`src/verilog/bank_htu_pkg.sv`:
```
package bank_htu_pkg;

  // Address split.
  localparam int ADR_TAG_LO   = 10;
  localparam int ADR_SET_LO   = 6;
  localparam int ADR_OFFS_BIT = 5;

  localparam int TAG_W    = 32 - ADR_TAG_LO;
  localparam int SET_W    = ADR_TAG_LO - ADR_SET_LO;
  localparam int NUM_SETS = 16;

  typedef logic [TAG_W-1:0] tag_t;
  typedef logic [SET_W-1:0] set_idx_t;
  typedef logic [1:0]       way_t;     // Up to 4 ways.

  // State of one 32-byte half of a line.
  typedef enum logic [1:0] {
    OFFS_INVALID = 2'd0,
    OFFS_CLEAN   = 2'd1,
    OFFS_DIRTY   = 2'd2
  } offs_state_t;

  // Command code in wb_dat_i[1:0].
  typedef enum logic [1:0] {
    OP_READ       = 2'd0,
    OP_WRITE      = 2'd1,
    OP_FLUSH      = 2'd2,
    OP_INVALIDATE = 2'd3
  } htu_op_t;

  // Result register layout.
  localparam int RES_HIT          = 0;
  localparam int RES_WAY_LO       = 1;
  localparam int RES_WAY_HI       = 2;
  localparam int RES_ALLOC        = 3;
  localparam int RES_VICTIM_DIRTY = 4;
  localparam int RES_OFFS0_LO     = 5;
  localparam int RES_OFFS0_HI     = 6;
  localparam int RES_OFFS1_LO     = 7;
  localparam int RES_OFFS1_HI     = 8;

endpackage
```
`src/verilog/bank_htu.sv`:
```
module bank_htu import bank_htu_pkg::*; #(
  parameter int NUM_WAYS = 2
) (
  input  logic        clk_i,
  input  logic        rst_i,
  input  logic        wb_cyc_i,
  input  logic        wb_stb_i,
  input  logic        wb_we_i,
  input  logic [31:0] wb_adr_i,
  input  logic [31:0] wb_dat_i,
  output logic [31:0] wb_dat_o,
  output logic        wb_ack_o
);

  htu_op_t             op;
  tag_t                access_tag;
  set_idx_t            set_idx;
  logic                access_offset1;
  logic                cmd_req;
  logic                cmd_valid;
  logic                op_is_read;
  logic                op_is_write;
  logic                op_is_flush;
  logic                op_is_invalidate;
  logic                ack_q;
  logic [31:0]         result_d;
  logic [31:0]         result_q;
  logic [NUM_SETS-1:0] set_sel;
  logic [NUM_SETS-1:0] set_hit;
  logic [NUM_SETS-1:0] set_alloc;
  logic [NUM_SETS-1:0] set_vdirty;
  way_t                set_way   [NUM_SETS];
  offs_state_t         set_offs0 [NUM_SETS];
  offs_state_t         set_offs1 [NUM_SETS];

  assign access_tag     = wb_adr_i[31:ADR_TAG_LO];
  assign set_idx        = wb_adr_i[ADR_TAG_LO-1:ADR_SET_LO];
  assign access_offset1 = wb_adr_i[ADR_OFFS_BIT];

  assign op               = htu_op_t'(wb_dat_i[1:0]);
  assign op_is_read       = (op == OP_READ);
  assign op_is_write      = (op == OP_WRITE);
  assign op_is_flush      = (op == OP_FLUSH);
  assign op_is_invalidate = (op == OP_INVALIDATE);

  assign cmd_req   = wb_cyc_i & wb_stb_i & ~ack_q; // New request only.
  assign cmd_valid = cmd_req & wb_we_i;

  for (genvar s = 0; s < NUM_SETS; s++) begin : g_set
    assign set_sel[s] = cmd_valid & (set_idx == set_idx_t'(s));

    bank_htu_set #(
      .NUM_WAYS(NUM_WAYS)
    ) u_set (
      .clk_i             (clk_i           ),
      .rst_i             (rst_i           ),
      .set_sel_i         (set_sel[s]      ),
      .op_is_read_i      (op_is_read      ),
      .op_is_write_i     (op_is_write     ),
      .op_is_flush_i     (op_is_flush     ),
      .op_is_invalidate_i(op_is_invalidate),
      .access_offset1_i  (access_offset1  ),
      .access_tag_i      (access_tag      ),
      .set_hit_o         (set_hit[s]      ),
      .set_alloc_o       (set_alloc[s]    ),
      .victim_dirty_o    (set_vdirty[s]   ),
      .set_way_o         (set_way[s]      ),
      .offs0_next_o      (set_offs0[s]    ),
      .offs1_next_o      (set_offs1[s]    )
    );
  end

  always_comb begin
    result_d                                = '0;
    result_d[RES_HIT]                       = set_hit[set_idx];
    result_d[RES_WAY_HI:RES_WAY_LO]         = set_way[set_idx];
    result_d[RES_ALLOC]                     = set_alloc[set_idx];
    result_d[RES_VICTIM_DIRTY]              = set_vdirty[set_idx];
    result_d[RES_OFFS0_HI:RES_OFFS0_LO]     = set_offs0[set_idx];
    result_d[RES_OFFS1_HI:RES_OFFS1_LO]     = set_offs1[set_idx];
  end

  always_ff @(posedge clk_i or posedge rst_i) begin
    if (rst_i) begin
      ack_q    <= 1'b0;
      result_q <= '0;
    end
    else begin
      ack_q <= cmd_req;
      if (cmd_valid) begin
        result_q <= result_d; // Same edge as the tag update.
      end
    end
  end

  assign wb_ack_o = ack_q;
  assign wb_dat_o = result_q;

  // The master holds the strobe until the ack is taken.
  a_ack_in_cycle: assert property (@(posedge clk_i) disable iff (rst_i)
    wb_ack_o |-> (wb_cyc_i && wb_stb_i));

endmodule

```
`src/verilog/bank_htu_set.sv`:
```
module bank_htu_set import bank_htu_pkg::*; #(
  parameter int NUM_WAYS = 2
) (
  input  logic        clk_i,
  input  logic        rst_i,
  input  logic        set_sel_i,
  input  logic        op_is_read_i,
  input  logic        op_is_write_i,
  input  logic        op_is_flush_i,
  input  logic        op_is_invalidate_i,
  input  logic        access_offset1_i,
  input  tag_t        access_tag_i,
  output logic        set_hit_o,
  output logic        set_alloc_o,
  output logic        victim_dirty_o,
  output way_t        set_way_o,
  output offs_state_t offs0_next_o,
  output offs_state_t offs1_next_o
);

  logic [NUM_WAYS-1:0] way_valid;
  logic [NUM_WAYS-1:0] way_hit;
  logic [NUM_WAYS-1:0] way_dirty;
  logic [NUM_WAYS-1:0] way_alloc;
  offs_state_t         way_offs0_next [NUM_WAYS];
  offs_state_t         way_offs1_next [NUM_WAYS];
  way_t                hit_way;
  way_t                victim_way;
  way_t                sel_way;
  way_t                rr_ptr_q;
  logic                any_invalid;
  logic                need_alloc;

  for (genvar w = 0; w < NUM_WAYS; w++) begin : g_way
    bank_htu_cacheline u_line (
      .clk_i               (clk_i              ),
      .rst_i               (rst_i              ),
      .set_hit_WV_i        (set_sel_i          ),
      .op_is_read_i        (op_is_read_i       ),
      .op_is_write_i       (op_is_write_i      ),
      .op_is_flush_i       (op_is_flush_i      ),
      .op_is_invalidate_i  (op_is_invalidate_i ),
      .access_offset1_i    (access_offset1_i   ),
      .cacheline_allocate_i(way_alloc[w]       ),
      .access_tag_i        (access_tag_i       ),
      .cacheline_valid_o   (way_valid[w]       ),
      .cacheline_hit_o     (way_hit[w]         ),
      .cacheline_dirty_o   (way_dirty[w]       ),
      .offset0_state_o     (                   ),
      .offset1_state_o     (                   ),
      .offset0_next_o      (way_offs0_next[w]  ),
      .offset1_next_o      (way_offs1_next[w]  )
    );
  end

  assign set_hit_o  = |way_hit;
  assign need_alloc = (op_is_read_i | op_is_write_i) & ~set_hit_o;
  assign sel_way    = set_hit_o ? hit_way : victim_way;

  always_comb begin
    hit_way = '0;
    for (int w = 0; w < NUM_WAYS; w++) begin
      if (way_hit[w]) begin
        hit_way = way_t'(w);
      end
    end
  end

  // Lowest invalid way first, round-robin when the set is full.
  always_comb begin
    victim_way  = rr_ptr_q;
    any_invalid = 1'b0;
    for (int w = NUM_WAYS - 1; w >= 0; w--) begin
      if (!way_valid[w]) begin
        victim_way  = way_t'(w);
        any_invalid = 1'b1;
      end
    end
  end

  always_comb begin
    way_alloc = '0;
    for (int w = 0; w < NUM_WAYS; w++) begin
      way_alloc[w] = need_alloc & (victim_way == way_t'(w));
    end
  end

  // Flush or invalidate miss reports no line.
  always_comb begin
    victim_dirty_o = 1'b0;
    offs0_next_o   = OFFS_INVALID;
    offs1_next_o   = OFFS_INVALID;
    for (int w = 0; w < NUM_WAYS; w++) begin
      if ((set_hit_o || need_alloc) && (sel_way == way_t'(w))) begin
        victim_dirty_o = need_alloc & way_valid[w] & way_dirty[w];
        offs0_next_o   = way_offs0_next[w];
        offs1_next_o   = way_offs1_next[w];
      end
    end
  end

  assign set_alloc_o = need_alloc;
  assign set_way_o   = (set_hit_o | need_alloc) ? sel_way : '0;

  always_ff @(posedge clk_i or posedge rst_i) begin
    if (rst_i) begin
      rr_ptr_q <= '0;
    end
    else if (set_sel_i && need_alloc && !any_invalid) begin
      if (rr_ptr_q == way_t'(NUM_WAYS - 1)) begin
        rr_ptr_q <= '0;
      end
      else begin
        rr_ptr_q <= rr_ptr_q + 1'b1;
      end
    end
  end

  // A tag is never held by two ways of one set.
  a_onehot_hit: assert property (@(posedge clk_i) disable iff (rst_i)
    set_sel_i |-> $onehot0(way_hit));

endmodule

```
`src/verilog/bank_htu_cacheline.sv`:
```
module bank_htu_cacheline import bank_htu_pkg::*; (
  input  logic        clk_i,
  input  logic        rst_i,
  input  logic        set_hit_WV_i,
  input  logic        op_is_read_i,
  input  logic        op_is_write_i,
  input  logic        op_is_flush_i,
  input  logic        op_is_invalidate_i,
  input  logic        access_offset1_i,
  input  logic        cacheline_allocate_i,
  input  tag_t        access_tag_i,
  output logic        cacheline_valid_o,
  output logic        cacheline_hit_o,
  output logic        cacheline_dirty_o,
  output offs_state_t offset0_state_o,
  output offs_state_t offset1_state_o,
  output offs_state_t offset0_next_o,
  output offs_state_t offset1_next_o
);

  logic valid_q;
  tag_t tag_q;
  logic cacheline_hit_WV;
  logic cacheline_allocate_WV;

  assign cacheline_valid_o = valid_q;
  assign cacheline_hit_o   = valid_q & (access_tag_i == tag_q);
  assign cacheline_dirty_o = (offset0_state_o == OFFS_DIRTY) | (offset1_state_o == OFFS_DIRTY);

  // Qualified by the set select.
  assign cacheline_hit_WV      = set_hit_WV_i & cacheline_hit_o;
  assign cacheline_allocate_WV = set_hit_WV_i & cacheline_allocate_i;

  always_ff @(posedge clk_i or posedge rst_i) begin
    if (rst_i) begin
      valid_q <= 1'b0;
    end
    else if (cacheline_allocate_WV) begin
      valid_q <= 1'b1;
    end
    else if (cacheline_hit_WV && op_is_invalidate_i) begin
      valid_q <= 1'b0;
    end
  end

  always_ff @(posedge clk_i) begin
    if (cacheline_allocate_WV) begin
      tag_q <= access_tag_i;
    end
  end

  bank_htu_offset offset0 (
    .clk_i               (clk_i                ),
    .rst_i               (rst_i                ),
    .offset_hit_i        (~access_offset1_i    ),
    .op_is_read_i        (op_is_read_i         ),
    .op_is_write_i       (op_is_write_i        ),
    .op_is_flush_i       (op_is_flush_i        ),
    .op_is_invalidate_i  (op_is_invalidate_i   ),
    .cacheline_hit_i     (cacheline_hit_WV     ),
    .cacheline_allocate_i(cacheline_allocate_WV),
    .offset_status_o     (offset0_state_o      ),
    .offset_next_o       (offset0_next_o       )
  );

  bank_htu_offset offset1 (
    .clk_i               (clk_i                ),
    .rst_i               (rst_i                ),
    .offset_hit_i        (access_offset1_i     ),
    .op_is_read_i        (op_is_read_i         ),
    .op_is_write_i       (op_is_write_i        ),
    .op_is_flush_i       (op_is_flush_i        ),
    .op_is_invalidate_i  (op_is_invalidate_i   ),
    .cacheline_hit_i     (cacheline_hit_WV     ),
    .cacheline_allocate_i(cacheline_allocate_WV),
    .offset_status_o     (offset1_state_o      ),
    .offset_next_o       (offset1_next_o       )
  );

endmodule

```
`src/verilog/bank_htu_offset.sv`:
```
module bank_htu_offset import bank_htu_pkg::*; (
  input  logic        clk_i,
  input  logic        rst_i,
  input  logic        offset_hit_i,
  input  logic        op_is_read_i,
  input  logic        op_is_write_i,
  input  logic        op_is_flush_i,
  input  logic        op_is_invalidate_i,
  input  logic        cacheline_hit_i,
  input  logic        cacheline_allocate_i,
  output offs_state_t offset_status_o,
  output offs_state_t offset_next_o
);

  offs_state_t state_q;

  assign offset_status_o = state_q;

  always_comb begin
    offset_next_o = state_q;
    if (cacheline_allocate_i) begin
      // Fresh line, only the accessed half holds data.
      if (!offset_hit_i) begin
        offset_next_o = OFFS_INVALID;
      end
      else if (op_is_write_i) begin
        offset_next_o = OFFS_DIRTY;
      end
      else if (op_is_read_i) begin
        offset_next_o = OFFS_CLEAN;
      end
    end
    else if (cacheline_hit_i) begin
      if (op_is_invalidate_i) begin
        offset_next_o = OFFS_INVALID;
      end
      else if (op_is_flush_i) begin
        if (state_q == OFFS_DIRTY) begin
          offset_next_o = OFFS_CLEAN; // Written back.
        end
      end
      else if (offset_hit_i && op_is_write_i) begin
        offset_next_o = OFFS_DIRTY;
      end
      else if (offset_hit_i && op_is_read_i && (state_q == OFFS_INVALID)) begin
        offset_next_o = OFFS_CLEAN;
      end
    end
  end

  always_ff @(posedge clk_i or posedge rst_i) begin
    if (rst_i) begin
      state_q <= OFFS_INVALID;
    end
    else begin
      state_q <= offset_next_o;
    end
  end

  // The set only allocates into a way that missed.
  a_no_alloc_on_hit: assert property (@(posedge clk_i) disable iff (rst_i)
    !(cacheline_hit_i && cacheline_allocate_i));

endmodule

```
`config.mk`:
```
export PLATFORM = sky130hd
export DESIGN_NAME = bank_htu
export DESIGN_NICKNAME = d
export VERILOG_FILES = /design/src/verilog/bank_htu_pkg.sv /design/src/verilog/bank_htu.sv /design/src/verilog/bank_htu_set.sv /design/src/verilog/bank_htu_cacheline.sv /design/src/verilog/bank_htu_offset.sv
export SDC_FILE = /design/constraint.sdc
export NUM_CORES = 2
export LEC_CHECK = 0
export ABC_CLOCK_PERIOD_IN_PS = 8500
export BUFFER_PORTS_ARGS = -buffer_cell sky130_fd_sc_hd__buf_2
export CAP_MARGIN = 20
export CORE_ASPECT_RATIO = 2
export CORE_MARGIN = 1.5
export CORE_UTILIZATION = 45
export CTS_CLUSTER_DIAMETER = 50
export DETAILED_ROUTE_END_ITERATION = 12
export SETUP_SLACK_MARGIN = 0.5
export SYNTH_ARGS = -nofsm -noshare
export SYNTH_HDL_FRONTEND = slang
export SYNTH_SLANG_ARGS = --single-unit
export TNS_END_PERCENT = 5
```
`constraint.sdc`:
```
create_clock -name clk_i -period 8.5 [get_ports clk_i]
set_input_delay 1.275 -clock clk_i [delete_from_list [all_inputs] [get_ports clk_i]]
set_output_delay 1.275 -clock clk_i [all_outputs]
set_load 0.01 [all_outputs]
```
==> key figures <==
Run status
  • Status: finished, final reports clean

Floorplan
  • Initial core utilization: 45.35%
  • IO Pins: 102
  • Die X: 235.2 µm
  • Die span in y: 467.4 µm
  • Die area: 109900 µm²
  • Core ar.: 107000 µm²
  • Std cell rows: 170

Pwr
  • Switching share of total power: around 25%
  • Switching pwr: 0.002477 W
  • Internal: around 0.0072 W
  • Power Dens Cells: 183.2 nW/µm²
  • Sequential power share: 49.9%
  • Leakage power: approximately 18 nW
  • Clock Power Share: 40.1%
  • VDD IR max: 0.1484 mV
  • Comb power frac: 10.0%

Worst setup path
  • Peak fanout along the critical path: 31
  • Slowest stage cell, crit path: nor4_1
  • WS Path Type: primary input to flop
  • CP max stage delay: around 0.85 ns
  • Setup crit start kind: primary input
  • Data required, critical path: 9.07 ns
  • Worst Path Arrival: 6.25 ns
  • CP delay by family, top: simple AND/OR/NAND/NOR gates
  • Worst-path cell chain: buf_2 -> buf_4 -> nand2_1 -> nor2_1 -> nand2_1 -> nor3_4 -> buf_4 -> nand2b_1 -> nor2_1 -> or4_1 -> nor4_1 -> a2111o_1 -> o311ai_1
  • CP Capture Type: flop
  • Worst path bufs/invs: 3

Final layout
  • Final net count: about 4400
  • Layout cells sized above 1: 10.68%
  • Fillers: approximately 9700
  • Area Overhead vs Synth: 9.429%
  • Final Util: 49.62%

GRT
  • Grt total ovfl: 0
  • Vias in the first global route: 35890
  • Initial antenna violation count: 3
  • Largest net degree at the start of global routing: a little over 70
  • Aggregate global-route resource usage: 30.89%
  • First-pass GRT wire length: 246300 µm

Min path
  • HP Class: flop to flop

CTS
  • Clock transition at path regs: 0.07 ns
  • CTS root buf: clkbuf_16
  • # resized after CTS: 0
  • CTS Buffer Depth: 3
  • CTS tree: yes
  • CTS Hold Bufs: 0
  • Inserted Clock Buffers: 83
  • Clk_lat worst skew: around 0.70 ns
  • Clk sinks: 906
  • Htree depth: 3
  • Setup Fix Bufs, Post-CTS: 0

Timing
  • Final setup fails: 0
  • Final min period: about 5.7 ns
  • Least-Margin Pin Slew: 1.089 ns
  • Slew HR: 26.70%
  • Slew Viols, Final: 0
  • Final Hold Viols: 0
  • Part of the cycle the worst path needs: 66.86%
  • Layout Skew: 0.02036 ns
  • Setup tns final: 0 ns
  • RSZ-0062 raised after global routing: no
  • Worst setup margin: 2.817 ns
  • Fin Hold WS: 0.4645 ns
  • Max Freq: 175.9 MHz

Yosys
  • Mapped Area: 48520 µm²
  • Warnings, synthesis: 0
  • Yosys top cell by area: edfxtp_1
  • Number of synthesized register bits: 906
  • Seq/Total Area, Yosys: 53.99%
  • Fraction of registers with async set/reset: 22.30%
  • Area contributors post-synth: edfxtp_1 (44%), xnor2_1 (10%), dfrtp_1 (10%)
  • Top cell type's share of synthesized area: 43.57%
  • Syn Inst Count: around 4200
  • Synth Flop Type: edfxtp_1
  • Syn Area/Cell: 11.46 µm²
  • Unique cell type count in the Yosys netlist: 116
  • Post-synth EDFFs: 704

Detailed routing
  • Drt initial violations: 3158
  • Vias per std cell: 6.344
  • Vias: 36380
  • WL/cell: 29.80 µm
  • Final WL: 170900 µm
  • DR pass1 iterations: 6
  • DRC violation count after routing: 0
  • DRT antenna net count: 0

Place
  • Port Buffers: 43
  • DP HPWL: 118500 µm
  • GPL Wtd Cong: just over 1
  • Placement Setup Slack: 2.437 ns

Job
  • Max_cap viols: 0
-- cell families after synthesis --
group	count (synthesis)	synth area share (%)
DFF	906	53.99
AOI/OAI and AO/OA	810	10.95
xor gates and xnor gates	722	13.25
other	1	0.007730
and+or+nand+nor	1322	15.27
muxes	90	2.053
buffers and inverters	383	4.472
-- flip-flops by register name (all words and copies together) (netlist names) --
name                                              flops
g_set.u_set.g_way.u_line.cacheline_valid_o           32
g_set.u_set.g_way.u_line.offset0.offset_status_o     64
g_set.u_set.g_way.u_line.offset1.offset_status_o     64
g_set.u_set.g_way.u_line.tag_q                      704
g_set.u_set.rr_ptr_q                                 32
wb_ack_o                                              1
wb_dat_o                                              9
-- layer usage --
layer | routed length (µm) | GRT usage [%]
met5 | 27 | 0
met4 | 16430 | 26.25
met3 | 10130 | 5.159
met2 | 83400 | 52.62
met1 | 60890 | 33.62
-- cells in the mapped netlist (17+ instances only) --
cell / n
edfxtp_1: 704
xnor2_1: 578
nand2_1: 271
nand4_1: 231
o21ai_0: 218
dfrtp_1: 202
nor2_1: 184
a21oi_1: 165
nand3_1: 141
xor2_1: 136
inv_1: 123
clkbuf_1: 114
nor3_1: 99
nor4_1: 77
buf_6: 66
mux2i_1: 56
and3_1: 51
o22ai_1: 42
a31oi_1: 41
buf_4: 35
a211oi_1: 34
and2_1: 33
nand2b_1: 33
o211ai_1: 32
a22oi_1: 29
or4_1: 29
nor2b_1: 25
mux2_2: 24
a21boi_0: 23
a21o_1: 22
buf_2: 22
nand4b_1: 20
nor4_2: 17
-- power groups by stage --
| stage | clock (W) | combinational [W] | sequential (W) |
|---|---|---|---|
| after floorplan | 0 | 0.000566 | 0.00492 |
| after global placement | 0 | 0.000940 | 0.00494 |
| after detailed placement | 0 | 0.000947 | 0.00495 |
| after CTS | 0.00396 | 0.000951 | 0.00485 |
| after global routing | 0.00411 | 0.00101 | 0.00485 |
| final | 0.00390 | 0.000970 | 0.00485 |
-- worst paths after layout --
path	startpoint	end	slack, ns	cells after the start
hold reg to reg	wb_ack_o	wb_ack_o	0.46	1
max in group asynchronous	rst_i	async pin	5.97	4
hold / removal	wb_ack_o	wb_ack_o	0.46	1
setup / recovery	wb_adr_i[6]	wb_dat_o[7]	2.82	13
setup reg to reg	wb_ack_o	wb_dat_o[7]	3.22	12
min in group asynchronous	rst_i	async pin	0.66	2
-- per-stage QoR --
step                      cell area (µm²)  total power [W]  instances
after floorplan                     48600         0.005490       4256
after CTS                           53040         0.009764       5724
after global routing                53080         0.009976       5730
final                               53090         0.009726       5734
after global placement              50270         0.005884       5569
after detailed placement            50290         0.005893       5571
-- worst register-to-register path, stage by stage, from the launching register on --
cell	delay [ns]
dfrtp_1	0.40
and4b_1	0.70
buf_4	0.39
nand2_1	0.51
nor2_1	0.44
nand3_2	0.26
mux2_2	0.34
nor3_1	0.24
nor2_1	0.08
or4_1	0.51
nor4_1	0.85
a2111o_1	0.32
o311ai_1	0.12
-- layout make-up --
type	count	area, µm²	area share (%)
diodes	5	12.51	0.02357
clock buffers	109	2300	4.332
clock inverters	44	450.4	0.8484
inverters	129	494.2	0.9309
multi-input cells	2967	20350	38.33
flip-flops and latches	906	26200	49.34
well taps	1376	1722	3.243
repair buffers	198	1569	2.955
-- cell usage in the layout, fill, tap and decap left out, types with 29 or more instances in the layout --
cell / instances
a211oi_1: 34
nand2_1: 269
nand3_1: 141
nand2b_1: 33
nor2_1: 180
o21ai_0: 218
buf_4: 160
nor4_1: 75
dfrtp_1: 202
xor2_1: 136
xnor2_1: 578
and3_1: 51
a31oi_1: 41
nor3_1: 96
edfxtp_1: 704
mux2i_1: 56
o211ai_1: 32
a21oi_1: 161
o22ai_1: 42
nand4_1: 231
clkbuf_16: 87
or4_1: 29
a22oi_1: 29
inv_1: 121
and2_1: 33
No activity file was read; power rests on OpenSTA's default activity.
